`src/prog.mem`:
```
// One 16-bit instruction per line in hex, starting at address 00
// Fields: op[15:12] imm[11:6] (rs in [8:6]) rt[5:3] rd[2:0]
6141 // 00 addi r1, r0, 5
6F42 // 01 addi r2, r0, -3
0053 // 02 add  r3, r1, r2
8CC3 // 03 sw   r3 -> F3 leds
1053 // 04 sub  r3, r1, r2
8CC3 // 05 sw   r3 -> leds
2053 // 06 and  r3, r1, r2
8CC3 // 07 sw   r3 -> leds
3053 // 08 or   r3, r1, r2
8CC3 // 09 sw   r3 -> leds
4053 // 0A xor  r3, r1, r2
8CC3 // 0B sw   r3 -> leds
508B // 0C slt  r3, r2, r1 (negative operand)
8CC3 // 0D sw   r3 -> leds
5053 // 0E slt  r3, r1, r2
8CC3 // 0F sw   r3 -> leds
8802 // 10 sw   r2 -> E0
7805 // 11 lw   r5 <- E0
8CC5 // 12 sw   r5 -> leds
906A // 13 beq  r5, r2, +1 (taken)
8CC1 // 14 sw   r1 -> leds (skipped)
904A // 15 beq  r1, r2, +1 (not taken)
6087 // 16 addi r7, r0, 2
6076 // 17 addi r6, r6, 1
9077 // 18 beq  r6, r7, +1
AF17 // 19 j    0xF17 -> 17
8CC6 // 1A sw   r6 -> leds
8C01 // 1B sw   r1 -> F0 scl
8C40 // 1C sw   r0 -> F1 sda low
8C00 // 1D sw   r0 -> F0 scl
8C80 // 1E sw   r0 -> F2 release sda
7C43 // 1F lw   r3 <- F1 sda pin
8CC3 // 20 sw   r3 -> leds
7C43 // 21 lw   r3 <- F1 sda pin
8CC3 // 22 sw   r3 -> leds
F000 // 23 halt

```
`src/hw/cpu_pkg.sv`:
```
package cpu_pkg;

	// Field and bus widths
	localparam int instr_width    = 16;
	localparam int reg_width      = 16;
	localparam int op_width       = 4;
	localparam int num_regs_width = 3;
	localparam int imm_width      = 6;
	localparam int jimm_width     = 12;
	localparam int mem_addr_width = 8;

	typedef logic [reg_width-1:0]      word_t;
	typedef logic [instr_width-1:0]    instr_t;
	typedef logic [num_regs_width-1:0] reg_idx_t;
	typedef logic [mem_addr_width-1:0] mem_addr_t;

	// Active low, segments a..g in bits 0..6, point in bit 7
	typedef logic [7:0] seg_t;

	typedef enum logic [op_width-1:0] {
		op_add  = 4'd0,
		op_sub  = 4'd1,
		op_and  = 4'd2,
		op_or   = 4'd3,
		op_xor  = 4'd4,
		op_slt  = 4'd5,
		op_addi = 4'd6,
		op_lw   = 4'd7,
		op_sw   = 4'd8,
		op_beq  = 4'd9,
		op_j    = 4'd10,
		op_halt = 4'd15
	} opcode_e;

	typedef enum logic [2:0] {
		alu_add,
		alu_sub,
		alu_and,
		alu_or,
		alu_xor,
		alu_slt
	} alu_op_e;

	typedef struct packed {
		logic    halted;
		logic    jtype;
		logic    is_beq;
		logic    is_lw;
		logic    is_sw;
		logic    alu_use_imm;
		logic    reg_write_en;
		alu_op_e alu_op;
	} ctrl_t;

	// Memory mapped I/O
	localparam mem_addr_t scl_addr       = 8'hF0;
	localparam mem_addr_t sda_addr       = 8'hF1;
	localparam mem_addr_t sda_clear_addr = 8'hF2;
	localparam mem_addr_t led_addr       = 8'hF3;

	localparam seg_t seg_display_off = 8'hFF;

	// Clocks per run-mode instruction
	localparam int step_div = 64;

	localparam prog_file = "/design/src/prog.mem";

endpackage
```
`src/hw/alu.sv`:
```
`timescale 1ns/1ps

module alu (
	input  cpu_pkg::alu_op_e op,
	input  cpu_pkg::word_t   a,
	input  cpu_pkg::word_t   b,
	output cpu_pkg::word_t   result
);
	import cpu_pkg::*;

	always_comb begin
		case (op)
			alu_add: result = a + b;
			alu_sub: result = a - b;
			alu_and: result = a & b;
			alu_or:  result = a | b;
			alu_xor: result = a ^ b;
			// Signed compare, result is 0 or 1
			alu_slt: begin
				result = '0;
				result[0] = ($signed(a) < $signed(b));
			end
			default: result = '0;
		endcase
	end

endmodule

```
`config.mk`:
```
export PLATFORM = sky130hd
export DESIGN_NAME = alu
export DESIGN_NICKNAME = d
export VERILOG_FILES = /design/src/hw/cpu_pkg.sv /design/src/hw/alu.sv
export SDC_FILE = /design/constraint.sdc
export NUM_CORES = 1
export LEC_CHECK = 0
export BUFFER_PORTS_ARGS = -buffer_cell sky130_fd_sc_hd__buf_2
export CAP_MARGIN = 20
export CORE_MARGIN = 1.5
export CORE_UTILIZATION = 50
export DETAILED_ROUTE_END_ITERATION = 12
export PLACE_DENSITY_LB_ADDON = 0.12
export SLEW_MARGIN = 20
export SYNTH_ARGS = -nofsm -noshare
export SYNTH_HDL_FRONTEND = slang
export SYNTH_SLANG_ARGS = --single-unit
```
`constraint.sdc`:
```
create_clock -name vclk -period 3.5
set_clock_uncertainty 0.1 [all_clocks]
set_input_delay 0.7 -clock vclk [all_inputs]
set_output_delay 0.7 -clock vclk [all_outputs]
set_load 0.05 [all_outputs]
```
==> results_dict.tcl <==
set metrics [dict create \
    outcome "complete, but fails checks" \
    violations "negative setup slack" \
    grt_setup_unrepaired "true" \
    p_int_mw 0.331 \
    chipHeight_um 73.8 \
    max-cap-violations 0 \
    clock_buffer_count 0 \
    dp_hpwl_um 6270 \
    yosys-top-cells-count "ha_1 (50), inv_1 (50), nor2_1 (42), a21oi_1 (36), nand2_1 (23)" \
    fill_cells 317 \
    final_nets 585 \
    slew_headroom_pct 67.9 \
    min_path_type "input pin to output pin" \
    cp-end-kind "output pin" \
    synth_top_area_cell "ha_1" \
    critPathKind "input pin to output pin" \
    ir_worst_vdd_mv 0.109 \
    design.seq.count 0 \
    syn_inst 372 \
    grt_max_degree 41 \
    p_per_area_nw_per_um2 187 \
    crit_family "compound AO/OA/AOI/OAI gates" \
    p_seq_share_pct 0 \
    ys_types 70 \
    critPathMaxStageDelay_ns 0.48 \
    drive_above_1_share_pct 46.4 \
    setup.worst_path.end "result[15]" \
    postRouteAntennaNets 0 \
    seq_area_frac_synth_pct 0 \
    period_minus_slack_ns 3.63 \
    synth.top_cell.area_share_pct 25.0 \
    synth_nets 459 \
    hold_slack_ns 1.88 \
    crit_start "a[1]" \
    p_sw_share_pct 55.8 \
    fin_crit_sh_pct 104 \
    switching_power_mw 0.417 \
    timing.final.ws_setup_ns -0.130 \
    area_delta_synth_final_pct 59.4 \
    start_util_pct 52.3 \
    start_kind "input pin" \
    drcViolationCount 0 \
    fp.dieW_um 73.8 \
    tightest_slew_ns 0.482 \
    crit_cells 11 \
    cp_max_fo 3 \
    max_freq_ghz 0.275 \
    rows 25 \
    antenna_cells 0 \
    path_buf_inv 3 \
    yosys_warnings 0 \
    dieArea_um2 5440 \
    seq_area_um2 0 \
    viasPerCell 5.89 \
    maxSlewViolCount 0 \
    vias 3316 \
    finalWirelength_um 8920 \
    p_leak_nw 1.89 \
    antenna_found_initial 0 \
    worst_ep_required_time_ns 2.70 \
    syn_area_um2 2500 \
    path_cells "buf_8 -> clkinvlp_4 -> ha_4 -> a21oi_4 -> or4_4 -> a211oi_4 -> nor2_2 -> a31oi_2 -> o41a_1 -> nand2_1 -> buf_6" \
    holdBufCountCts 0 \
    core_area_um2 4790 \
    clkPwrFrac_pct 0 \
    drt_iter0_markers 229 \
    hp-start "op[1]" \
    setup_viol 8 \
    crit_slowest_cell "or4_4" \
    postSynthAreaPerCell_um2 6.73 \
    finalWeightedCongestion 0.981 \
    grt_pass1_wl_um 13500 \
    hold_viol 0 \
    combPwrFrac_pct 100.0 \
    io_buffers 51 \
    synth.area.top_cells "ha_1 (25%), inv_1 (7.5%), a21oi_1 (7.2%)" \
    grt.overflow.total 0 \
    ioPinCount 51 \
    grt_pass1_vias 3084 \
    wl_per_cell_um 15.8 \
    fin_util_pct 83.4 \
    groute.usage.overall_pct 30.4 \
    worstPathArrival_ns 2.83 \
    drt_first_pass_iters 5 \
]
-- metal layers --
metal | vias to the layer above | global-route usage, % | part of all wire [%]
li1 | 1577 | - | -
met1 | 1547 | 39.0 | 42
met2 | 157 | 54.5 | 50
met3 | 35 | 1.23 | 5.1
met4 | 0 | 8.85 | 2.6
met5 | - | 0 | 0
-- placed cells by master (no fill, tap or decap), types with 3 or more instances in the layout --
master and count:
buf_8 3, a21oi_1 27, nor3_1 6, o21ai_2 5
inv_2 10, a21o_1 4, nor2_2 3, nand3_1 4
o31a_1 3, o21bai_1 4, a211oi_1 4, o211ai_1 9
xnor2_1 3, ha_4 9, nor2b_1 4, buf_4 92
o21ai_0 13, ha_2 6, o22ai_1 4, nand2b_1 3
buf_6 17, ha_1 35, inv_1 37, buf_2 27
nor2_1 37, o21ai_1 4, o21ai_4 3, nor4_1 3
nand2_1 23, inv_4 4, mux2i_1 4, o21a_1 5
a21oi_4 3, a21oi_2 7, a22oi_1 5, o221ai_2 3
-- worst min-delay path: cells and delay by family --
| kind | cells | cell delay, ns |
|---|---|---|
| buffers and inverters | 2 | 0.29 |
| and+or+nand+nor | 3 | 0.29 |
-- through the flow --
step / setup TNS, ns / std cells / cell area, um2 / total power, mW / setup WS [ns]
3_5_place_dp: -1.98 / 554 / 3480 / 0.613 / -0.301
6_report: -0.705 / 563 / 3990 / 0.748 / -0.130
2_1_floorplan: -0.288 / 372 / 2640 / 0.409 / -0.144
3_3_place_gp: -1.56 / 554 / 3480 / 0.601 / -0.245
4_1_cts: -0.310 / 561 / 3760 / 0.677 / -0.0714
5_1_grt: -1.45 / 563 / 3990 / 0.800 / -0.203
-- what timing repair did --
action / in CTS / in global routing
buffers inserted: 7 / 2
gates resized for setup: 73 / 49
setup endpoints to repair: 12 / 12
pin swaps: 24 / 33
-- power groups by stage --
stage	clock network, mW	logic (mW)	registers [mW]
2_1_floorplan	0	0.409	0
3_5_place_dp	0	0.613	0
3_3_place_gp	0	0.601	0
6_report	0	0.748	0
5_1_grt	0	0.800	0
4_1_cts	0	0.677	0
-- how the worst min path moves through the flow --
stage,depth (start not counted),slack (ns),to
floorplan,3,1.71,result[9]
global placement,5,1.89,result[9]
detailed placement,5,1.89,result[9]
CTS,5,1.86,result[9]
global route,5,1.92,result[9]
finish,5,1.88,result[9]
-- cells by family after synthesis --
group	synth area share, %
simple gates	20.5
mux	1.60
xor+xnor	1.40
fa+ha+maj	26.6
buf+inv	12.8
compound gates	37.1
-- final cells by class --
| type | instances | area (um2) | area share [%] |
|---|---|---|---|
| Multi-Input combinational cell | 302 | 2580 | 64.7 |
| Timing Repair Buffer | 141 | 1100 | 27.6 |
| Inverter | 53 | 225 | 5.64 |
| Tap cell | 67 | 83.8 | 2.10 |
(Power assumes the default switching activity.)
