$ cat src/prog.mem
// One 16-bit instruction per line in hex, starting at address 00
// Fields: op[15:12] imm[11:6] (rs in [8:6]) rt[5:3] rd[2:0]
6141 // 00 addi r1, r0, 5
6F42 // 01 addi r2, r0, -3
0053 // 02 add  r3, r1, r2
8CC3 // 03 sw   r3 -> F3 leds
1053 // 04 sub  r3, r1, r2
8CC3 // 05 sw   r3 -> leds
2053 // 06 and  r3, r1, r2
8CC3 // 07 sw   r3 -> leds
3053 // 08 or   r3, r1, r2
8CC3 // 09 sw   r3 -> leds
4053 // 0A xor  r3, r1, r2
8CC3 // 0B sw   r3 -> leds
508B // 0C slt  r3, r2, r1 (negative operand)
8CC3 // 0D sw   r3 -> leds
5053 // 0E slt  r3, r1, r2
8CC3 // 0F sw   r3 -> leds
8802 // 10 sw   r2 -> E0
7805 // 11 lw   r5 <- E0
8CC5 // 12 sw   r5 -> leds
906A // 13 beq  r5, r2, +1 (taken)
8CC1 // 14 sw   r1 -> leds (skipped)
904A // 15 beq  r1, r2, +1 (not taken)
6087 // 16 addi r7, r0, 2
6076 // 17 addi r6, r6, 1
9077 // 18 beq  r6, r7, +1
AF17 // 19 j    0xF17 -> 17
8CC6 // 1A sw   r6 -> leds
8C01 // 1B sw   r1 -> F0 scl
8C40 // 1C sw   r0 -> F1 sda low
8C00 // 1D sw   r0 -> F0 scl
8C80 // 1E sw   r0 -> F2 release sda
7C43 // 1F lw   r3 <- F1 sda pin
8CC3 // 20 sw   r3 -> leds
7C43 // 21 lw   r3 <- F1 sda pin
8CC3 // 22 sw   r3 -> leds
F000 // 23 halt

$ cat src/hw/cpu_pkg.sv
package cpu_pkg;

	// Field and bus widths
	localparam int instr_width    = 16;
	localparam int reg_width      = 16;
	localparam int op_width       = 4;
	localparam int num_regs_width = 3;
	localparam int imm_width      = 6;
	localparam int jimm_width     = 12;
	localparam int mem_addr_width = 8;

	typedef logic [reg_width-1:0]      word_t;
	typedef logic [instr_width-1:0]    instr_t;
	typedef logic [num_regs_width-1:0] reg_idx_t;
	typedef logic [mem_addr_width-1:0] mem_addr_t;

	// Active low, segments a..g in bits 0..6, point in bit 7
	typedef logic [7:0] seg_t;

	typedef enum logic [op_width-1:0] {
		op_add  = 4'd0,
		op_sub  = 4'd1,
		op_and  = 4'd2,
		op_or   = 4'd3,
		op_xor  = 4'd4,
		op_slt  = 4'd5,
		op_addi = 4'd6,
		op_lw   = 4'd7,
		op_sw   = 4'd8,
		op_beq  = 4'd9,
		op_j    = 4'd10,
		op_halt = 4'd15
	} opcode_e;

	typedef enum logic [2:0] {
		alu_add,
		alu_sub,
		alu_and,
		alu_or,
		alu_xor,
		alu_slt
	} alu_op_e;

	typedef struct packed {
		logic    halted;
		logic    jtype;
		logic    is_beq;
		logic    is_lw;
		logic    is_sw;
		logic    alu_use_imm;
		logic    reg_write_en;
		alu_op_e alu_op;
	} ctrl_t;

	// Memory mapped I/O
	localparam mem_addr_t scl_addr       = 8'hF0;
	localparam mem_addr_t sda_addr       = 8'hF1;
	localparam mem_addr_t sda_clear_addr = 8'hF2;
	localparam mem_addr_t led_addr       = 8'hF3;

	localparam seg_t seg_display_off = 8'hFF;

	// Clocks per run-mode instruction
	localparam int step_div = 64;

	localparam prog_file = "/design/src/prog.mem";

endpackage
$ cat src/hw/step_gen.sv
`timescale 1ns/1ps

module step_gen (
	input  logic MAX10_CLK1_50,
	input  logic rst,
	input  logic debug,
	input  logic key_step,
	output logic step
);
	import cpu_pkg::*;

	logic [$clog2(step_div)-1:0] div_cnt;
	logic                        run_tick;
	logic                        key_meta;
	logic                        key_sync;
	logic                        key_prev;
	logic                        key_fall;

	assign run_tick = (div_cnt == $bits(div_cnt)'(step_div - 1));

	// Key is active low, so a press is a falling edge
	assign key_fall = key_prev & ~key_sync;

	always_ff @(posedge MAX10_CLK1_50 or negedge rst) begin
		if (!rst) begin
			div_cnt  <= '0;
			key_meta <= 1'b1;
			key_sync <= 1'b1;
			key_prev <= 1'b1;
			step     <= 1'b0;
		end else begin
			div_cnt  <= run_tick ? '0 : div_cnt + 1'b1;
			key_meta <= key_step;
			key_sync <= key_meta;
			key_prev <= key_sync;
			step     <= debug ? key_fall : run_tick;
		end
	end

endmodule

$ cat config.mk
export PLATFORM = sky130hd
export DESIGN_NAME = step_gen
export DESIGN_NICKNAME = d
export VERILOG_FILES = /design/src/hw/cpu_pkg.sv /design/src/hw/step_gen.sv
export SDC_FILE = /design/constraint.sdc
export NUM_CORES = 1
export LEC_CHECK = 0
export ABC_AREA = 1
export BUFFER_PORTS_ARGS = -buffer_cell sky130_fd_sc_hd__buf_2
export CAP_MARGIN = 5
export CORE_AREA = 5 5 42 44
export CTS_CLUSTER_DIAMETER = 100
export DETAILED_ROUTE_END_ITERATION = 8
export DIE_AREA = 0 0 47 49
export PLACE_DENSITY = 0.49
export SLEW_MARGIN = 20
export SYNTH_ARGS = -nofsm -noshare
export SYNTH_HDL_FRONTEND = slang
export SYNTH_SLANG_ARGS = --single-unit
$ cat constraint.sdc
create_clock -name MAX10_CLK1_50 -period 1.2 [get_ports MAX10_CLK1_50]
set_input_delay 0 -clock MAX10_CLK1_50 [delete_from_list [all_inputs] [get_ports MAX10_CLK1_50]]
set_output_delay 0 -clock MAX10_CLK1_50 [all_outputs]
set_load 0.01 [all_outputs]
==> results_dict.tcl <==
set metrics [dict create \
    status "finished clean" \
    numCtsBuffers 3 \
    crit_slowest_cell "dfrtp_1" \
    initial_utilization_pct 28.30 \
    route.met3.wl_um 28 \
    io_buffers 4 \
    fin_tns_setup_ns 0 \
    fin_crit_sh_pct 86.30 \
    worst_path_most_repeated_cell "nor2_1" \
    fmax_mhz 965.6 \
    met1_length_um 304 \
    vias 292 \
    highest_layer "met4" \
    total_power_uw 686.2 \
    antenna_found_initial 0 \
    grt_pass1_vias 293 \
    syn_inst 40 \
    slew_headroom_pct 85.46 \
    routedWlPerCell_um 9.265 \
    vdd_drop_max_v 0.0005031 \
    drive_above_1_share_pct 26.92 \
    maxCapViolations 0 \
    syn_area_sq_um 396.6 \
    avgSynthCellArea_sq_um 9.916 \
    tritoncts "yes" \
    via_per_inst 4.294 \
    report.final.slew_viol_count 0 \
    power.leakage_nw 0.2787 \
    clock_sinks 10 \
    max_stage_delay_ns 0.37 \
    required_ns 1.36 \
    drtIter0Drc 1 \
    rsz0062_at_grt "no" \
    cp.arrival_ns 1.20 \
    htreeDepth 1 \
    grt_usage_pct 7.972 \
    cts_buffer_depth 2 \
    routed_wl_um 630 \
    drc 0 \
    hold_viol 0 \
    n_antenna_cell 0 \
    criticalPathCategory "reg2reg" \
    grt_pass1_wl_mm 1.228 \
    period_needed_ns 1.036 \
    crit_fanout 3 \
    crit_chain "ha_2 -> nand4_1 -> nor2_1 -> nor2_1" \
    clkTransAtPathRegs_ns 0.07 \
    dr.pass1.iters 2 \
    ant_nets 0 \
    row_count 14 \
    clkLatencyLatePin_ns 0.27 \
    finalSetupViolations 0 \
    yosysSeqAreaShare_pct 64.04 \
    syn2layout_area_growth_pct 29.34 \
    start_kind "register" \
    ys_ff_latch 10 \
    end_kind "register" \
    dp_hpwl_um 434.4 \
    pin_count 5 \
    fin_skew_ns 0.004337 \
    nNetsFinal 58 \
    yosysWarnings 0 \
    tightest_slew_ns 0.2181 \
    die_height_um 49 \
    root_buffer "clkbuf_4" \
    wl_met2_um 255 \
    synth_fp_nets 45 \
    place_congestion 0.7343 \
    grt-ovfl-total 0 \
    powerDensity_mw_per_mm2 1338 \
    die_w_um 47 \
    core_sq_mm 0.001401 \
    ys_types 10 \
    grt_max_degree 11 \
    hold_path.class "in2async" \
    dieArea_sq_mm 0.002303 \
]
==> critical path: cells and delay by family (launching register included) <==
family | cells | cell delay, ns
flops | 1 | 0.37
fa+ha+maj | 1 | 0.20
simple gates | 3 | 0.35
==> metal layers <==
metal	global-route usage (%)	up-vias
met1	10.45	135
met2	8.824	6
met4	9.677	0
met3	2.214	5
met5	0	-
li1	-	146
==> kinds of logic (layout without fill, tap and decap cells) <==
family | count (synthesis) | in the layout | share of synthesized area, %
and+or+nand+nor | 21 | 21 | 22.71
DFF | 10 | 10 | 64.04
xor gates and xnor gates | 2 | 2 | 4.417
adders and majority gates | 1 | 1 | 3.154
buffers and inverters | 6 | 18 | 5.678
==> state kept, by name, summed over array words and instances (netlist names) <==
name      flops
step          1
key_sync      1
key_meta      1
div_cnt       6
key_prev      1
==> layout by cell type (no fill, tap or decap) <==
cell type,n
nand2_1,9
dfrtp_1,7
inv_1,6
nand3_1,5
nor2_1,5
buf_2,4
clkbuf_4,3
dlygate4sd3_1,3
dfstp_2,3
xor2_1,2
nor2_2,1
nand4_1,1
ha_2,1
clkbuf_8,1
buf_4,1
==> final timing paths <==
kind / from / end / slack (ns) / cells after the start
max: div_cnt[1] / div_cnt[0] / 0.16 / 4
min: rst / div_cnt[5] / 0.11 / 2
max reg2reg: div_cnt[1] / div_cnt[0] / 0.16 / 4
min reg2reg: key_meta / key_sync / 0.36 / 0
max in group asynchronous: rst / key_sync / 0.84 / 2
min in group MAX10_CLK1_50: key_meta / key_sync / 0.36 / 0
==> power by group <==
group / internal [mW] / switching (mW)
combinational: 0.0118 / 0.0106
sequential: 0.347 / 0.00202
clock: 0.185 / 0.130
total: 0.544 / 0.143
==> cell usage after synthesis <==
master   count  area [sq um]
xor2_1       2         17.52
dfrtp_1      7         175.2
dfstp_2      3         78.83
nand4_1      1         6.260
nor2_1       5         18.77
nand2_1      9         33.78
nand3_1      5         25.02
nor2_2       1         6.260
inv_1        6         22.52
ha_1         1         12.51
==> per-stage QoR <==
stage | util [%] | worst slack (ns) | hold WS [ns] | cell area [sq um] | std cells
finish | 36.61 | 0.1644 | 0.1050 | 513.0 | 68
global route | 36.61 | 0.02258 | 0.1387 | 513.0 | 68
CTS | 35.89 | 0.1268 | 0.1078 | 503.0 | 67
detailed placement | 31.16 | 0.1365 | -0.1279 | 436.7 | 60
global placement | 31.16 | 0.1336 | -0.1298 | 436.7 | 60
floorplan | - | 0.2194 | -0.2956 | 396.6 | 40
==> repair_timing <==
action / in CTS / in global routing
setup endpoints to repair: 0 / 2
gates resized for setup: 0 / 1
hold buffers: 3 / 0
setup buffers: 0 / 1
endpoints found under the hold margin: 12 / 0
==> final cells by class <==
cell class / count / area [sq um]
sequential: 10 / 254.0
tap: 16 / 20.02
timing repair buffer: 8 / 57.56
fill: 148 / 888.4
clock buffer: 4 / 36.28
multi-input combinational: 24 / 122.6
inverter: 6 / 22.52
No activity file was read; power rests on OpenSTA's default activity.
