`src/prog.mem`:
```
// One 16-bit instruction per line in hex, starting at address 00
// Fields: op[15:12] imm[11:6] (rs in [8:6]) rt[5:3] rd[2:0]
6141 // 00 addi r1, r0, 5
6F42 // 01 addi r2, r0, -3
0053 // 02 add  r3, r1, r2
8CC3 // 03 sw   r3 -> F3 leds
1053 // 04 sub  r3, r1, r2
8CC3 // 05 sw   r3 -> leds
2053 // 06 and  r3, r1, r2
8CC3 // 07 sw   r3 -> leds
3053 // 08 or   r3, r1, r2
8CC3 // 09 sw   r3 -> leds
4053 // 0A xor  r3, r1, r2
8CC3 // 0B sw   r3 -> leds
508B // 0C slt  r3, r2, r1 (negative operand)
8CC3 // 0D sw   r3 -> leds
5053 // 0E slt  r3, r1, r2
8CC3 // 0F sw   r3 -> leds
8802 // 10 sw   r2 -> E0
7805 // 11 lw   r5 <- E0
8CC5 // 12 sw   r5 -> leds
906A // 13 beq  r5, r2, +1 (taken)
8CC1 // 14 sw   r1 -> leds (skipped)
904A // 15 beq  r1, r2, +1 (not taken)
6087 // 16 addi r7, r0, 2
6076 // 17 addi r6, r6, 1
9077 // 18 beq  r6, r7, +1
AF17 // 19 j    0xF17 -> 17
8CC6 // 1A sw   r6 -> leds
8C01 // 1B sw   r1 -> F0 scl
8C40 // 1C sw   r0 -> F1 sda low
8C00 // 1D sw   r0 -> F0 scl
8C80 // 1E sw   r0 -> F2 release sda
7C43 // 1F lw   r3 <- F1 sda pin
8CC3 // 20 sw   r3 -> leds
7C43 // 21 lw   r3 <- F1 sda pin
8CC3 // 22 sw   r3 -> leds
F000 // 23 halt

```
`src/hw/cpu_pkg.sv`:
```
package cpu_pkg;

	// Field and bus widths
	localparam int instr_width    = 16;
	localparam int reg_width      = 16;
	localparam int op_width       = 4;
	localparam int num_regs_width = 3;
	localparam int imm_width      = 6;
	localparam int jimm_width     = 12;
	localparam int mem_addr_width = 8;

	typedef logic [reg_width-1:0]      word_t;
	typedef logic [instr_width-1:0]    instr_t;
	typedef logic [num_regs_width-1:0] reg_idx_t;
	typedef logic [mem_addr_width-1:0] mem_addr_t;

	// Active low, segments a..g in bits 0..6, point in bit 7
	typedef logic [7:0] seg_t;

	typedef enum logic [op_width-1:0] {
		op_add  = 4'd0,
		op_sub  = 4'd1,
		op_and  = 4'd2,
		op_or   = 4'd3,
		op_xor  = 4'd4,
		op_slt  = 4'd5,
		op_addi = 4'd6,
		op_lw   = 4'd7,
		op_sw   = 4'd8,
		op_beq  = 4'd9,
		op_j    = 4'd10,
		op_halt = 4'd15
	} opcode_e;

	typedef enum logic [2:0] {
		alu_add,
		alu_sub,
		alu_and,
		alu_or,
		alu_xor,
		alu_slt
	} alu_op_e;

	typedef struct packed {
		logic    halted;
		logic    jtype;
		logic    is_beq;
		logic    is_lw;
		logic    is_sw;
		logic    alu_use_imm;
		logic    reg_write_en;
		alu_op_e alu_op;
	} ctrl_t;

	// Memory mapped I/O
	localparam mem_addr_t scl_addr       = 8'hF0;
	localparam mem_addr_t sda_addr       = 8'hF1;
	localparam mem_addr_t sda_clear_addr = 8'hF2;
	localparam mem_addr_t led_addr       = 8'hF3;

	localparam seg_t seg_display_off = 8'hFF;

	// Clocks per run-mode instruction
	localparam int step_div = 64;

	localparam prog_file = "/design/src/prog.mem";

endpackage
```
`src/hw/control.sv`:
```
`timescale 1ns/1ps

module control (
	input  cpu_pkg::instr_t instr,
	output cpu_pkg::ctrl_t  ctrl
);
	import cpu_pkg::*;

	opcode_e opcode;

	assign opcode = opcode_e'(instr[instr_width-1 -: op_width]);

	always_comb begin
		// Unknown opcodes fall through as a no-op
		ctrl = '0;
		case (opcode)
			op_add: begin
				ctrl.reg_write_en = 1'b1;
				ctrl.alu_op       = alu_add;
			end
			op_sub: begin
				ctrl.reg_write_en = 1'b1;
				ctrl.alu_op       = alu_sub;
			end
			op_and: begin
				ctrl.reg_write_en = 1'b1;
				ctrl.alu_op       = alu_and;
			end
			op_or: begin
				ctrl.reg_write_en = 1'b1;
				ctrl.alu_op       = alu_or;
			end
			op_xor: begin
				ctrl.reg_write_en = 1'b1;
				ctrl.alu_op       = alu_xor;
			end
			op_slt: begin
				ctrl.reg_write_en = 1'b1;
				ctrl.alu_op       = alu_slt;
			end
			op_addi: begin
				ctrl.reg_write_en = 1'b1;
				ctrl.alu_use_imm  = 1'b1;
			end
			op_lw: begin
				ctrl.is_lw        = 1'b1;
				ctrl.reg_write_en = 1'b1;
				ctrl.alu_use_imm  = 1'b1;
			end
			// Address is imm + rt, data comes from rd
			op_sw: begin
				ctrl.is_sw       = 1'b1;
				ctrl.alu_use_imm = 1'b1;
			end
			op_beq:  ctrl.is_beq = 1'b1;
			op_j:    ctrl.jtype  = 1'b1;
			op_halt: ctrl.halted = 1'b1;
			default: ctrl = '0;
		endcase
	end

endmodule

```
`config.mk`:
```
export PLATFORM = sky130hd
export DESIGN_NAME = control
export DESIGN_NICKNAME = d
export VERILOG_FILES = /design/src/hw/cpu_pkg.sv /design/src/hw/control.sv
export SDC_FILE = /design/constraint.sdc
export NUM_CORES = 1
export LEC_CHECK = 0
export BUFFER_PORTS_ARGS = -buffer_cell sky130_fd_sc_hd__buf_2
export CAP_MARGIN = 20
export CELL_PAD_IN_SITES_DETAIL_PLACEMENT = 1
export CELL_PAD_IN_SITES_GLOBAL_PLACEMENT = 1
export CORE_AREA = 3 3 40 42
export DETAILED_ROUTE_END_ITERATION = 10
export DIE_AREA = 0 0 43 45
export GPL_ROUTABILITY_DRIVEN = 0
export PLACE_DENSITY_LB_ADDON = 0.1
export SKIP_LAST_GASP = 1
export SLEW_MARGIN = 10
export SYNTH_ARGS = -nofsm -noshare
export SYNTH_HDL_FRONTEND = slang
export SYNTH_SLANG_ARGS = --single-unit
```
`constraint.sdc`:
```
create_clock -name vclk -period 0.8
set_input_delay 0.08 -clock vclk [all_inputs]
set_output_delay 0.08 -clock vclk [all_outputs]
set_load 0.005 [all_outputs]
```
==> impl_results.md, run 1 <==
* Critical-path maximum fanout at 5
* TNS Setup at 0 ns
* Slew HR at 0.875
* Setup WS post-layout at 0.0111 ns
* Inst Count DP at 43
* Most frequent CP cell: buf_2
* Clock buffers at 0
* Post-synthesis cell count at 14
* VDD IR-drop max at 0.0570 mV
* Final worst path period share at 0.986
* Max incr delay on CP at 0.20 ns
* IO Pins at 26
* Gr usage total at 0.0390
* Synth Area in XOR/XNOR at 0
* CP cell instances: buf_2 -> nand2b_4 -> o32ai_2 -> buf_2
* Max_cap viols at 0
* Pre-antenna DRT Iters at 2
* Setup Viol. Count Final at 0
* DR iter-0 viols at 3
* Row count at 13
* DR vias at 156
* Power per cell area at 404 nW/µm²
* Overflow after GRT at 0
* Cts-stage hold buffer count at 0
* Min Tclk post-route at 0.789 ns
* Area growth from synthesis to layout at 84.5%
* Cell variety after synth at 10
* Critical Path Sink Type: output port
* Synthesis warning total at 0
* Ant diodes at 0
* Drt wl/cell at 9.42 µm
* IO buf count at 14
* Syn Area/Cell at 7.51 µm²
* Critical path class: input pin to output port
* Post-Layout Cell Count at 43
* Compound-cell area share of the yosys netlist at 0.202
* Starting Density at 0.0818
* Crit path DAT at 0.71 ns
* Total wire length at 405 µm
* Die Wd at 43 µm
* Fillers at 170
* Worst min path class: input pin to output port
* Largest net degree at the start of global routing at 9
* F_max at 1270 MHz
* Slew of the pin with the lowest slew margin at 0.188 ns
* Hpwl dp at 352 µm
* Setup repair bufs after CTS at 0
* Status: finished, final reports clean
* Final hold viol count at 0
* First-pass GRT wire length at 641 µm
* ANT nets after route at 0
* Adder-cell share of the synthesized area at 0
* Leakage at 0.103 nW
* Largest family of logic cells by synthesized area: simple AND/OR/NAND/NOR gates
* Seq/Total Area, Yosys at 0
* CP max stage cell: o32ai_2
* Die area at 1940 µm²
* Final slew viol count at 0
* Initial antenna violation count at 0
* Post_cts resized at 0
* Placeable Area at 1280 µm²
* Drt via density at 3.63
* Flip-flop and latch count at 0
* Synth Net Count at 30
* Layout cell share with drive strength beyond 1 at 0.643
* DRC viols at 0
* WP data required at 0.72 ns
* Synth Cell Area at 105 µm²
* Seq. cell area at 0 µm²
* Nets@finish at 46
* Die H at 45 µm
* Dpl ws at -0.00718 ns
* Post-synthesis mux area share at 0
* RSZ-0062 raised after global routing: yes
* CP startpoint kind: input pin
* Vias in the first global route at 140
* Synth Area in Simple Gates at 0.762
## Yosys cell counts, drive strengths merged
library cell	count	area, µm²
nand2b	2	20.0
a21oi	1	5.00
nand2	2	7.51
nor3	1	5.00
o32ai	1	16.3
inv	1	3.75
nor3b	4	40.0
nor2	2	7.51
## worst max-delay path, delay by kind of cell
kind,cells,cell delay (ns)
AND/OR/NAND/NOR,1,0.16
buffers and inverters,2,0.27
AO/OA/AOI/OAI,1,0.20
## per-stage QoR
step / hold slack, ns / power [mW] / utilization / cell area (µm²)
4_1_cts: 0.448 / 0.0803 / 0.151 / 194
3_3_place_gp: 0.451 / 0.0801 / 0.151 / 194
6_report: 0.445 / 0.0784 / 0.151 / 194
3_5_place_dp: 0.447 / 0.0798 / 0.151 / 194
5_1_grt: 0.482 / 0.0875 / 0.151 / 194
2_1_floorplan: 0.183 / 0.0330 / - / 105
## what timing repair did
item	in CTS	in global routing
gates cloned	0	0
endpoints found under the setup margin	1	2
pin swaps	0	0
## layout make-up
type	instances	area [µm²]	share of cell area
inverters	1	3.75	0.0194
well taps	15	18.8	0.0968
repair buffers	14	70.1	0.361
multi-input cells	13	101	0.523
## cells in the final DEF, fill, tap and decap left out
cell type  netlist  routed
inv_1            1       1
a21oi_1          1       1
nor3_1           1       1
nand2b_4         1       1
nor3b_1          2       2
buf_2            0      14
nor3b_2          2       2
nand2b_1         1       1
o32ai_2          1       1
nand2_1          2       2
nor2_1           2       2
## final timing paths
path / endpoint / slack (ns) / cells after the start / start
max: ctrl[4] / 0.01 / 4 / instr[14]
min: ctrl[1] / 0.45 / 3 / instr[14]
## power by group
group          total [mW]  switching (mW)  internal, mW  leakage, nW
combinational      0.0784          0.0415        0.0369        0.103
sequential              0               0             0            0
clock                   0               0             0            0
## routing by layer
metal | up-vias | global-route usage | part of all wire
met5 | - | 0 | 0
met4 | 0 | 0 | 0
met3 | 0 | 0.00398 | 0.084
met2 | 7 | 0.0629 | 0.45
met1 | 70 | 0.0595 | 0.47
li1 | 79 | - | -
## cell families after synthesis
| logic type | Yosys count |
|---|---|
| AO/OA/AOI/OAI | 2 |
| buffers and inverters | 1 |
| AND/OR/NAND/NOR | 11 |
No activity file was read; power rests on OpenSTA's default activity.
==> run 2: changes to the inputs <==
- BUFFER_PORTS_ARGS: -buffer_cell sky130_fd_sc_hd__buf_2 -> not set
- DONT_BUFFER_PORTS: not set -> 1
==> impl_results.md, run 2 (same netlist as run 1, synthesis figures left out) <==
* Status: finished, final reports clean
* Top Family by Delay on Critical Path: compound AO/OA/AOI/OAI gates
* Nets@finish at 32 (-30%)
* Pre-antenna DRT Iters at 1 (-1)
* Total chip power at 0.0369 mW (-53%)
* Crit path DAT at 0.46 ns (-0.25 ns)
* Slew HR at 0.835 (-0.0395)
* Clock buffers at 0 (unchanged)
* F_max at 1840 MHz (+45%)
* Power Internal at 0.0190 mW (-49%)
* Ant diodes at 0 (unchanged)
* DR vias at 112 (-28%)
* Post_cts resized at 0 (unchanged)
* Critical path class: input pin to output port
* Setup WS post-layout at 0.256 ns (+0.244 ns)
* Vias in the first global route at 110 (-21%)
* Seq pwr share at 0 (unchanged)
* IO buf count at 0 (-14)
* Min Tclk post-route at 0.544 ns (-0.244 ns)
* VDD IR-drop max at 0.0333 mV (-42%)
* TNS Setup at 0 ns (unchanged)
* Gr usage total at 0.0332 (-0.00580)
* DR iter-0 viols at 0 (-3)
* Placeable Area at 1280 µm² (unchanged)
* Cts-stage hold buffer count at 0 (unchanged)
* Hpwl dp at 319 µm (-9.5%)
* Final hold viol count at 0 (unchanged)
* CP max stage cell: o32ai_2
* Worst min path class: input pin to output port
* Die Wd at 43 µm (unchanged)
* First-pass GRT wire length at 524 µm (-18%)
* CP startpoint kind: input pin
* Bufs and invs on worst path at 0 (-2)
* Power share of the clock group at 0 (unchanged)
* Util after Layout at 0.0964 (-0.0545)
* Placed Area at 124 µm² (-36%)
* Overflow after GRT at 0 (unchanged)
* Largest net degree at the start of global routing at 9 (unchanged)
* Final worst path period share at 0.681 (-0.305)
* Total wire length at 361 µm (-11%)
* Slew of the pin with the lowest slew margin at 0.245 ns (+0.0574 ns)
* Initial antenna violation count at 0 (unchanged)
* CP cell instances: nand2b_4 -> o32ai_2
* Max incr delay on CP at 0.24 ns (+0.04 ns)
* Max_cap viols at 0 (unchanged)
* Power per cell area at 298 nW/µm² (-26%)
* Net Sw Frac at 0.486 (-0.0433)
* Layout cell share with drive strength beyond 1 at 0.286 (-0.357)
* Drt via density at 3.86 (+6.5%)
* Flip-flop and latch count at 0 (unchanged)
* Combinational power share at 1.000 (about the same)
* IO Pins at 26 (unchanged)
* ANT nets after route at 0 (unchanged)
* Die H at 45 µm (unchanged)
* Setup Viol. Count Final at 0 (unchanged)
* RSZ-0062 raised after global routing: no
* Setup repair bufs after CTS at 0 (unchanged)
* Critical-path maximum fanout at 5 (unchanged)
* Starting Density at 0.0818 (unchanged)
* DRC viols at 0 (unchanged)
* Final instance area at 124 µm² (-36%)
* Critical Path Sink Type: output port
* Die area at 1940 µm² (unchanged)
* Row count at 13 (unchanged)
* Dpl ws at 0.237 ns (+0.245 ns)
* Drt wl/cell at 12.4 µm (+32%)
* Area growth from synthesis to layout at 17.9%
* Final slew viol count at 0 (unchanged)
* Most frequent cells in the layout: nor3b_1 (2), nand2_1 (2), nor2_1 (2), nor3b_2 (2)
* Seq. cell area at 0 µm² (unchanged)
* WP data required at 0.72 ns (about the same)
* Leakage at 0.0363 nW (-65%)
* Psw at 0.0179 mW (-57%)
[run 2: layer usage]
| layer | global-route usage | share of wire | up-vias |
|---|---|---|---|
| met5 | 0 | 0 | - |
| met4 | 0 | 0 | 0 |
| met3 | 0.0199 | 0.17 | 0 |
| met2 | 0.0599 | 0.50 | 7 |
| met1 | 0.0357 | 0.33 | 55 |
| li1 | - | - | 50 |
[run 2: area by class of cell]
cell class                 instances  area [µm²]
tap                               15        18.8
multi-input combinational         13         101
inverter                           1        3.75
fill                             158        1160
[run 2: stage by stage]
stage	cells	hold WS (ns)
5_1_grt	29	0.189
6_report	29	0.187
3_5_place_dp	29	0.188
3_3_place_gp	29	0.188
4_1_cts	29	0.188
2_1_floorplan	14	0.183
[run 2: worst paths after layout]
path | start | to | slack, ns | depth (start not counted)
max | instr[14] | ctrl[4] | 0.26 | 2
min | instr[12] | ctrl[8] | 0.19 | 1
[run 2: power by group through the flow]
stage	Combinational [mW]	Sequential, mW	Clock, mW
floorplan	0.0330	0	0
global placement	0.0384	0	0
detailed placement	0.0382	0	0
CTS	0.0383	0	0
global route	0.0407	0	0
finish	0.0369	0	0
