File: config.mk
export PLATFORM = sky130hd
export DESIGN_NAME = registers
export DESIGN_NICKNAME = d
export VERILOG_FILES = /design/src/hw/cpu_pkg.sv /design/src/hw/registers.sv
export SDC_FILE = /design/constraint.sdc
export NUM_CORES = 1
export LEC_CHECK = 0
export BUFFER_PORTS_ARGS = -buffer_cell sky130_fd_sc_hd__buf_2
export CAP_MARGIN = 30
export CORE_ASPECT_RATIO = 0.7
export CORE_MARGIN = 10
export CORE_UTILIZATION = 40
export CTS_CLUSTER_SIZE = 16
export DETAILED_ROUTE_END_ITERATION = 6
export GPL_TIMING_DRIVEN = 0
export PLACE_DENSITY_LB_ADDON = 0.15
export SETUP_SLACK_MARGIN = 0.5
export SKIP_CTS_REPAIR_TIMING = 1
export SYNTH_ARGS = -nofsm -noshare
export SYNTH_HDL_FRONTEND = slang
export SYNTH_SLANG_ARGS = --single-unit
File: constraint.sdc
create_clock -name MAX10_CLK1_50 -period 1.2 [get_ports MAX10_CLK1_50]
set_input_delay 0.12 -clock MAX10_CLK1_50 [delete_from_list [all_inputs] [get_ports MAX10_CLK1_50]]
set_output_delay 0.12 -clock MAX10_CLK1_50 [all_outputs]
set_load 0.01 [all_outputs]
File: src/prog.mem
// One 16-bit instruction per line in hex, starting at address 00
// Fields: op[15:12] imm[11:6] (rs in [8:6]) rt[5:3] rd[2:0]
6141 // 00 addi r1, r0, 5
6F42 // 01 addi r2, r0, -3
0053 // 02 add  r3, r1, r2
8CC3 // 03 sw   r3 -> F3 leds
1053 // 04 sub  r3, r1, r2
8CC3 // 05 sw   r3 -> leds
2053 // 06 and  r3, r1, r2
8CC3 // 07 sw   r3 -> leds
3053 // 08 or   r3, r1, r2
8CC3 // 09 sw   r3 -> leds
4053 // 0A xor  r3, r1, r2
8CC3 // 0B sw   r3 -> leds
508B // 0C slt  r3, r2, r1 (negative operand)
8CC3 // 0D sw   r3 -> leds
5053 // 0E slt  r3, r1, r2
8CC3 // 0F sw   r3 -> leds
8802 // 10 sw   r2 -> E0
7805 // 11 lw   r5 <- E0
8CC5 // 12 sw   r5 -> leds
906A // 13 beq  r5, r2, +1 (taken)
8CC1 // 14 sw   r1 -> leds (skipped)
904A // 15 beq  r1, r2, +1 (not taken)
6087 // 16 addi r7, r0, 2
6076 // 17 addi r6, r6, 1
9077 // 18 beq  r6, r7, +1
AF17 // 19 j    0xF17 -> 17
8CC6 // 1A sw   r6 -> leds
8C01 // 1B sw   r1 -> F0 scl
8C40 // 1C sw   r0 -> F1 sda low
8C00 // 1D sw   r0 -> F0 scl
8C80 // 1E sw   r0 -> F2 release sda
7C43 // 1F lw   r3 <- F1 sda pin
8CC3 // 20 sw   r3 -> leds
7C43 // 21 lw   r3 <- F1 sda pin
8CC3 // 22 sw   r3 -> leds
F000 // 23 halt

File: src/hw/cpu_pkg.sv
package cpu_pkg;

	// Field and bus widths
	localparam int instr_width    = 16;
	localparam int reg_width      = 16;
	localparam int op_width       = 4;
	localparam int num_regs_width = 3;
	localparam int imm_width      = 6;
	localparam int jimm_width     = 12;
	localparam int mem_addr_width = 8;

	typedef logic [reg_width-1:0]      word_t;
	typedef logic [instr_width-1:0]    instr_t;
	typedef logic [num_regs_width-1:0] reg_idx_t;
	typedef logic [mem_addr_width-1:0] mem_addr_t;

	// Active low, segments a..g in bits 0..6, point in bit 7
	typedef logic [7:0] seg_t;

	typedef enum logic [op_width-1:0] {
		op_add  = 4'd0,
		op_sub  = 4'd1,
		op_and  = 4'd2,
		op_or   = 4'd3,
		op_xor  = 4'd4,
		op_slt  = 4'd5,
		op_addi = 4'd6,
		op_lw   = 4'd7,
		op_sw   = 4'd8,
		op_beq  = 4'd9,
		op_j    = 4'd10,
		op_halt = 4'd15
	} opcode_e;

	typedef enum logic [2:0] {
		alu_add,
		alu_sub,
		alu_and,
		alu_or,
		alu_xor,
		alu_slt
	} alu_op_e;

	typedef struct packed {
		logic    halted;
		logic    jtype;
		logic    is_beq;
		logic    is_lw;
		logic    is_sw;
		logic    alu_use_imm;
		logic    reg_write_en;
		alu_op_e alu_op;
	} ctrl_t;

	// Memory mapped I/O
	localparam mem_addr_t scl_addr       = 8'hF0;
	localparam mem_addr_t sda_addr       = 8'hF1;
	localparam mem_addr_t sda_clear_addr = 8'hF2;
	localparam mem_addr_t led_addr       = 8'hF3;

	localparam seg_t seg_display_off = 8'hFF;

	// Clocks per run-mode instruction
	localparam int step_div = 64;

	localparam prog_file = "/design/src/prog.mem";

endpackage
File: src/hw/registers.sv
`timescale 1ns/1ps

module registers (
	input  logic              MAX10_CLK1_50,
	input  logic              rst,
	input  logic              we,
	input  cpu_pkg::reg_idx_t rs,
	input  cpu_pkg::reg_idx_t rt,
	input  cpu_pkg::reg_idx_t rd,
	input  cpu_pkg::word_t    reg_in,
	output cpu_pkg::word_t    rs_val,
	output cpu_pkg::word_t    rt_val,
	output cpu_pkg::word_t    rd_val
);
	import cpu_pkg::*;

	word_t regs [2**num_regs_width];

	always_ff @(posedge MAX10_CLK1_50 or negedge rst) begin
		if (!rst) begin
			for (int i = 0; i < 2**num_regs_width; i++) begin
				regs[i] <= '0;
			end
		end else if (we) begin
			regs[rd] <= reg_in;
		end
	end

	// Asynchronous read ports
	assign rs_val = regs[rs];
	assign rt_val = regs[rt];
	assign rd_val = regs[rd];

endmodule

==> metrics.md, run 1 <==
| Metric | Value |
|---|---|
| Run status | `finished, violations left` |
| Failing checks | `negative hold slack, negative setup slack` |
| Clk slew on worst S/H paths | `0.06 ns` |
| Site Rows | `43` |
| Hold_ws | `-0.311 ns` |
| Kind of critical path | `reg -> out` |
| DP Area | `9200 um2` |
| Unrepaired setup endpoints after global routing | `true` |
| Sequential area share after synthesis | `39.5%` |
| EDFF count, synth | `0` |
| Filler instances | `1540` |
| Dpl hpwl | `16900 um` |
| Clk_skew | `0 ns` |
| Maximum clock insertion buffer count | `2` |
| Crit-path cells | `mux4_2 > mux2_4 > buf_6` |
| Overflow left after global routing | `0` |
| Worst path slowest cell | `mux4_2` |
| Layout cell share with drive strength beyond 1 | `76.6%` |
| Top Registers | `regs: 128 flops` |
| Fmax achieved | `0.529 GHz` |
| Min-delay worst type | `in -> async` |
| PortBufs | `70` |
| WL per Instance | `28.8 um` |
| Critical Path Sink Type | `output port` |
| Minimum clock period | `1.89 ns` |
| Die W | `190 um` |
| Fin. max-slew vios | `0` |
| Post-Synthesis Cells | `485` |
| Post-synth top flop | `dfrtp_1` |
| CP max FO | `4` |
| Worst skew pair latency | `0.42 ns` |
| Root buf cell | `clkbuf_16` |
| Initial Util | `40.8%` |
| Syn_nets | `513` |
| Fin crit share | `158%` |
| First-pass GRT wire length | `37700 um` |
| GRT Util Overall | `19.5%` |
| Slew @ Worst Pin | `0.681 ns` |
| Largest net degree at the start of global routing | `67` |
| Full die area | `26400 um2` |
| Pwr/cell area | `1660 nW/um2` |
| DR vias | `5549` |
| Cell family with most CP delay | `multiplexers` |
| 1st-iter DRT viols | `473` |
| Hold Violations, Final | `65` |
| Static Leakage | `4.97 nW` |
| Core ar. | `19900 um2` |
| Multi-input gate area | `4920 um2` |
| Rel. slew slack | `54.6%` |
| IO Count | `76` |
| CTS tree | `done` |
| RePlAce Congestion | `0.783` |
| CTS H-tree depth | `4` |
| DR vias/cell | `5.97` |
| Required @ worst endpoint | `1.08 ns` |
| Final nets | `674` |
| Initial antenna violation count | `1` |
| Worst Slack Setup Final | `-0.690 ns` |
| Async SR Flop Fraction | `100%` |
| Mapped Area | `8110 um2` |
| Post-Syn Area per Cell | `16.7 um2` |
| CP bufs+invs | `1` |
| DRT Pass-1 Iters | `6` |
| Syn. warnings | `0` |
| Layout Utilization | `55.8%` |
| Crit-path max cell delay | `0.53 ns` |
| Place WS | `-0.811 ns` |
| Biggest register | `regs` |
| Remaining antenna violation count | `0` |
| Critical Path Start Type | `flip-flop` |
| Max-cap violation count | `0` |
| Num CTS Buffers | `17` |
| CP arrival | `1.77 ns` |
| FF+latch count, synth | `128` |
| Design Power | `18.4 mW` |
| Library cells used by synthesis | `29` |
| Final instance area | `11100 um2` |
| Syn-to-layout area delta | `36.7%` |
| Sequential cell area | `3200 um2` |
| Max reg flops | `128` |
| Setup-failing EPs final | `48` |
| # clock sinks | `128` |
| Chip height | `139 um` |
| Peak VDD IR | `1020 uV` |
| DRC | `0` |
| Final WL | `26800 um` |
| Vias in the first global route | `5559` |
## path summary, 6_finish.rpt
kind	cells past startpoint	slack [ns]	startpoint	to
worst min-delay path	1	-0.31	rst	regs[106]$_DFFE_PN0P_
worst min register to register	1	0.55	regs[84]$_DFFE_PN0P_	regs[84]$_DFFE_PN0P_
min in group MAX10_CLK1_50	2	0.04	reg_in[15]	regs[63]$_DFFE_PN0P_
worst max-delay path	3	-0.69	regs[12]$_DFFE_PN0P_	rs_val[12]
worst max register to register	2	0.25	regs[46]$_DFFE_PN0P_	regs[46]$_DFFE_PN0P_
max in group asynchronous	2	0.74	rst	regs[97]$_DFFE_PN0P_
## placed cells by master (no fill, tap or decap), types with 3 or more instances in the layout
cell | netlist | routed
a221oi_2 | 0 | 4
a222oi_1 | 5 | 5
a22oi_1 | 7 | 5
and3_4 | 1 | 4
buf_12 | 0 | 23
buf_2 | 10 | 30
buf_4 | 3 | 47
buf_6 | 20 | 58
buf_8 | 0 | 9
bufinv_16 | 0 | 4
clkbuf_16 | 0 | 23
clkbuf_2 | 0 | 10
clkbuf_8 | 0 | 3
clkinv_2 | 0 | 3
dfrtp_1 | 128 | 128
mux2_2 | 174 | 40
mux2_4 | 15 | 149
mux4_2 | 24 | 80
nand3_4 | 4 | 4
o21ai_1 | 1 | 7
## Yosys cell counts (5+ instances only)
master / instances / area (um2)
a22oi_1: 7 / 52.6
mux2_2: 174 / 1960
a222oi_1: 5 / 50.1
buf_2: 10 / 50.1
dfrtp_1: 128 / 3200
clkbuf_1: 8 / 30.0
mux2_4: 15 / 225
buf_6: 20 / 225
mux4_2: 24 / 541
o21ai_0: 7 / 35.0
mux4_1: 56 / 1470
## layer usage
metal / up-vias / wire [um] / GRT usage, %
li1: 2285 / - / -
met1: 3010 / 12400 / 27.8
met2: 220 / 12000 / 28.5
met3: 34 / 1860 / 4.85
met4: 0 / 430 / 5.45
met5: - / 0 / 0
## logic make-up after synthesis
group                  count (synthesis)  synth area share [%]
muxes                                271                  52.0
DFF                                  128                  39.5
buffers and inverters                 44                  4.18
and+or+nand+nor                       17                  1.98
AOI/OAI and AO/OA                     25                  2.30
## through the flow
step                setup TNS [ns]  hold WS [ns]  std cells
detailed placement          -72.38         0.178        829
global route                -32.65        -0.254        928
floorplan                    -3.49        -0.176        485
CTS                         -34.75        -0.270        860
global placement           -302.44         0.466        825
finish                      -30.58        -0.311        929
## area by class of cell
cell class                 count  area share (%)
tap                          270            3.05
multi-input combinational    313            44.4
clock buffer                  21            4.24
timing repair buffer         142            12.7
sequential                   128            28.9
inverter                       1          0.0339
buffer                        43            5.27
antenna                        1          0.0226
clock inverter                10            1.43
## report_power, final
group          switching [mW]  total, mW  internal (mW)  leakage, nW
Clock                    2.00       5.63           3.62        0.305
Combinational            2.13       6.51           4.38         3.13
Sequential              0.975       6.25           5.28         1.54
Total                    5.10       18.4           13.3         4.97
## worst register-to-register path, stage by stage, from the launching register on
cell,delay [ns]
dfrtp_1,0.42
buf_4,0.16
mux2_2,0.26
Note: power is estimated with default switching activity, not from simulation.
==> inputs of run 2 (changes only) <==
--- a/config.mk
+++ b/config.mk
@@ -7,6 +7,8 @@
 export LEC_CHECK = 0
 export BUFFER_PORTS_ARGS = -buffer_cell sky130_fd_sc_hd__buf_2
 export CAP_MARGIN = 30
+export CELL_PAD_IN_SITES_DETAIL_PLACEMENT = 1
+export CELL_PAD_IN_SITES_GLOBAL_PLACEMENT = 2
 export CORE_ASPECT_RATIO = 0.7
 export CORE_MARGIN = 10
 export CORE_UTILIZATION = 40
==> metrics.md, run 2 (synthesis gave the netlist of run 1 again) <==
| Metric | Value |
|---|---|
| Run status | `finished, violations left` |
| Failing checks | `negative hold slack, negative setup slack` |
| Reg-to-reg endpoint | `regs[46]$_DFFE_PN0P_` |
| Hold Violations, Final | `51` |
| Required @ worst endpoint | `1.08 ns` |
| Unrepaired setup endpoints after global routing | `true` |
| Slew @ Worst Pin | `0.573 ns` |
| CP max FO | `4` |
| Site Rows | `43` |
| WL per Instance | `31.3 um` |
| Multi-input gate area | `4910 um2` |
| Number of diodes | `0` |
| Crit-path cells | `mux4_2 > mux2_4 > buf_6` |
| Fmax achieved | `0.521 GHz` |
| Die W | `190 um` |
| RePlAce Congestion | `0.797` |
| Largest net degree at the start of global routing | `78` |
| CTS tree | `done` |
| Peak VDD IR | `1050 uV` |
| Worst path slowest cell | `mux4_2` |
| Initial Util | `40.8%` |
| Num CTS Buffers | `17` |
| Hold_ws | `-0.364 ns` |
| Layout Cells excl Fill | `927` |
| Max reg flops | `128` |
| Setup-failing EPs final | `48` |
| DRC | `0` |
| Most common cell after layout, fill and taps aside | `mux2_4` |
| Crit path depth | `3` |
| Worst r2r src | `regs[46]$_DFFE_PN0P_` |
| Post-route setup TNS | `-31.63 ns` |
| Final nets | `672` |
| # clock sinks | `128` |
| Rel. slew slack | `61.8%` |
| Top Registers | `regs: 128 flops` |
| PortBufs | `70` |
| Dpl hpwl | `17600 um` |
| Pwr/cell area | `1690 nW/um2` |
| Cell family with most CP delay | `multiplexers` |
| Fin crit share | `160%` |
| DR vias/cell | `6.08` |
| Place WS | `-0.860 ns` |
| CP arrival | `1.80 ns` |
| CP bufs+invs | `1` |
| 1st-iter DRT viols | `489` |
| First-pass GRT wire length | `39400 um` |
| Worst reg2reg setup slack | `0.23 ns` |
| Maximum clock insertion buffer count | `2` |
| Layout cell share with drive strength beyond 1 | `76.9%` |
| Full die area | `26400 um2` |
| Critical Path Sink Type | `output port` |
| Sequential cell area | `3200 um2` |
| Commonest non-fill, non-tap cells in the layout | `mux2_4 (145), dfrtp_1 (127), mux4_2 (80)` |
| DR vias | `5640` |
| Clk slew on worst S/H paths | `0.06 ns` |
| GRT Util Overall | `20.4%` |
| Overflow left after global routing | `0` |
| CTS H-tree depth | `4` |
| IO Count | `76` |
| Final instance area | `11000 um2` |
| Worst r2r path cells | `2` |
| Final WL | `29000 um` |
| Worst Slack Setup Final | `-0.719 ns` |
| Min-delay worst type | `in -> async` |
| DRT Pass-1 Iters | `7` |
| Worst skew pair latency | `0.43 ns` |
| Fin. max-slew vios | `0` |
| Minimum clock period | `1.92 ns` |
| Initial antenna violation count | `0` |
| Clk_skew | `0 ns` |
| DP Area | `9170 um2` |
| Chip height | `139 um` |
| Filler instances | `1801` |
| Biggest register | `regs` |
| Static Leakage | `4.91 nW` |
| Crit-path max cell delay | `0.50 ns` |
| Core ar. | `19900 um2` |
| Placed Cells | `827` |
| Max-cap violation count | `0` |
| Root buf cell | `clkbuf_16` |
| Critical Path Start Type | `flip-flop` |
| Syn-to-layout area delta | `35.8%` |
| Kind of critical path | `reg -> out` |
| Vias in the first global route | `5680` |
| Remaining antenna violation count | `0` |
[run 2: through the flow]
step / util (%) / total power, mW
after floorplan: - / 9.87
after global placement: 46.0 / 11.3
after detailed placement: 46.2 / 11.6
after CTS: 49.5 / 17.4
after global routing: 55.5 / 19.4
final: 55.5 / 18.6
[run 2: worst register-to-register path, cell delays in order (launching register included)]
cell and delay, ns:
dfrtp_1 0.42, buf_4 0.16, mux2_2 0.27
[run 2: power by group]
part | leakage [nW] | total, mW | switching [mW] | internal [mW]
Sequential | 1.54 | 6.34 | 1.06 | 5.28
Combinational | 3.07 | 6.44 | 2.16 | 4.28
Clock | 0.308 | 5.84 | 2.18 | 3.65
[run 2: final cells by class]
| class | count | share of cell area [%] |
|---|---|---|
| multi-input cells | 313 | 44.6 |
| inverters | 1 | 0.0341 |
| flip-flops and latches | 128 | 29.1 |
| plain buffers | 43 | 5.34 |
| repair buffers | 140 | 11.9 |
| clock buffers | 20 | 4.24 |
| well taps | 270 | 3.07 |
| clock inverters | 12 | 1.66 |
[run 2: routing by layer]
| layer | global-route usage [%] | vias up | wire (um) |
|---|---|---|---|
| li1 | - | 2258 | - |
| met1 | 29.3 | 3074 | 13200 |
| met2 | 29.7 | 260 | 13300 |
| met3 | 4.87 | 48 | 1970 |
| met4 | 5.87 | 0 | 537 |
| met5 | 0 | - | 0 |
[run 2: worst max-delay path by stage]
stage / endpoint / startpoint / slack (ns)
after global routing: rd_val[1] / regs[33]$_DFFE_PN0P_ / -0.81
final: rt_val[13] / regs[77]$_DFFE_PN0P_ / -0.72
after CTS: rs_val[1] / rs[1] / -0.86
after global placement: regs[34]$_DFFE_PN0P_ / rst / -1.85
after floorplan: regs[85]$_DFFE_PN0P_ / rd[1] / -0.05
after detailed placement: rs_val[1] / rs[1] / -0.86
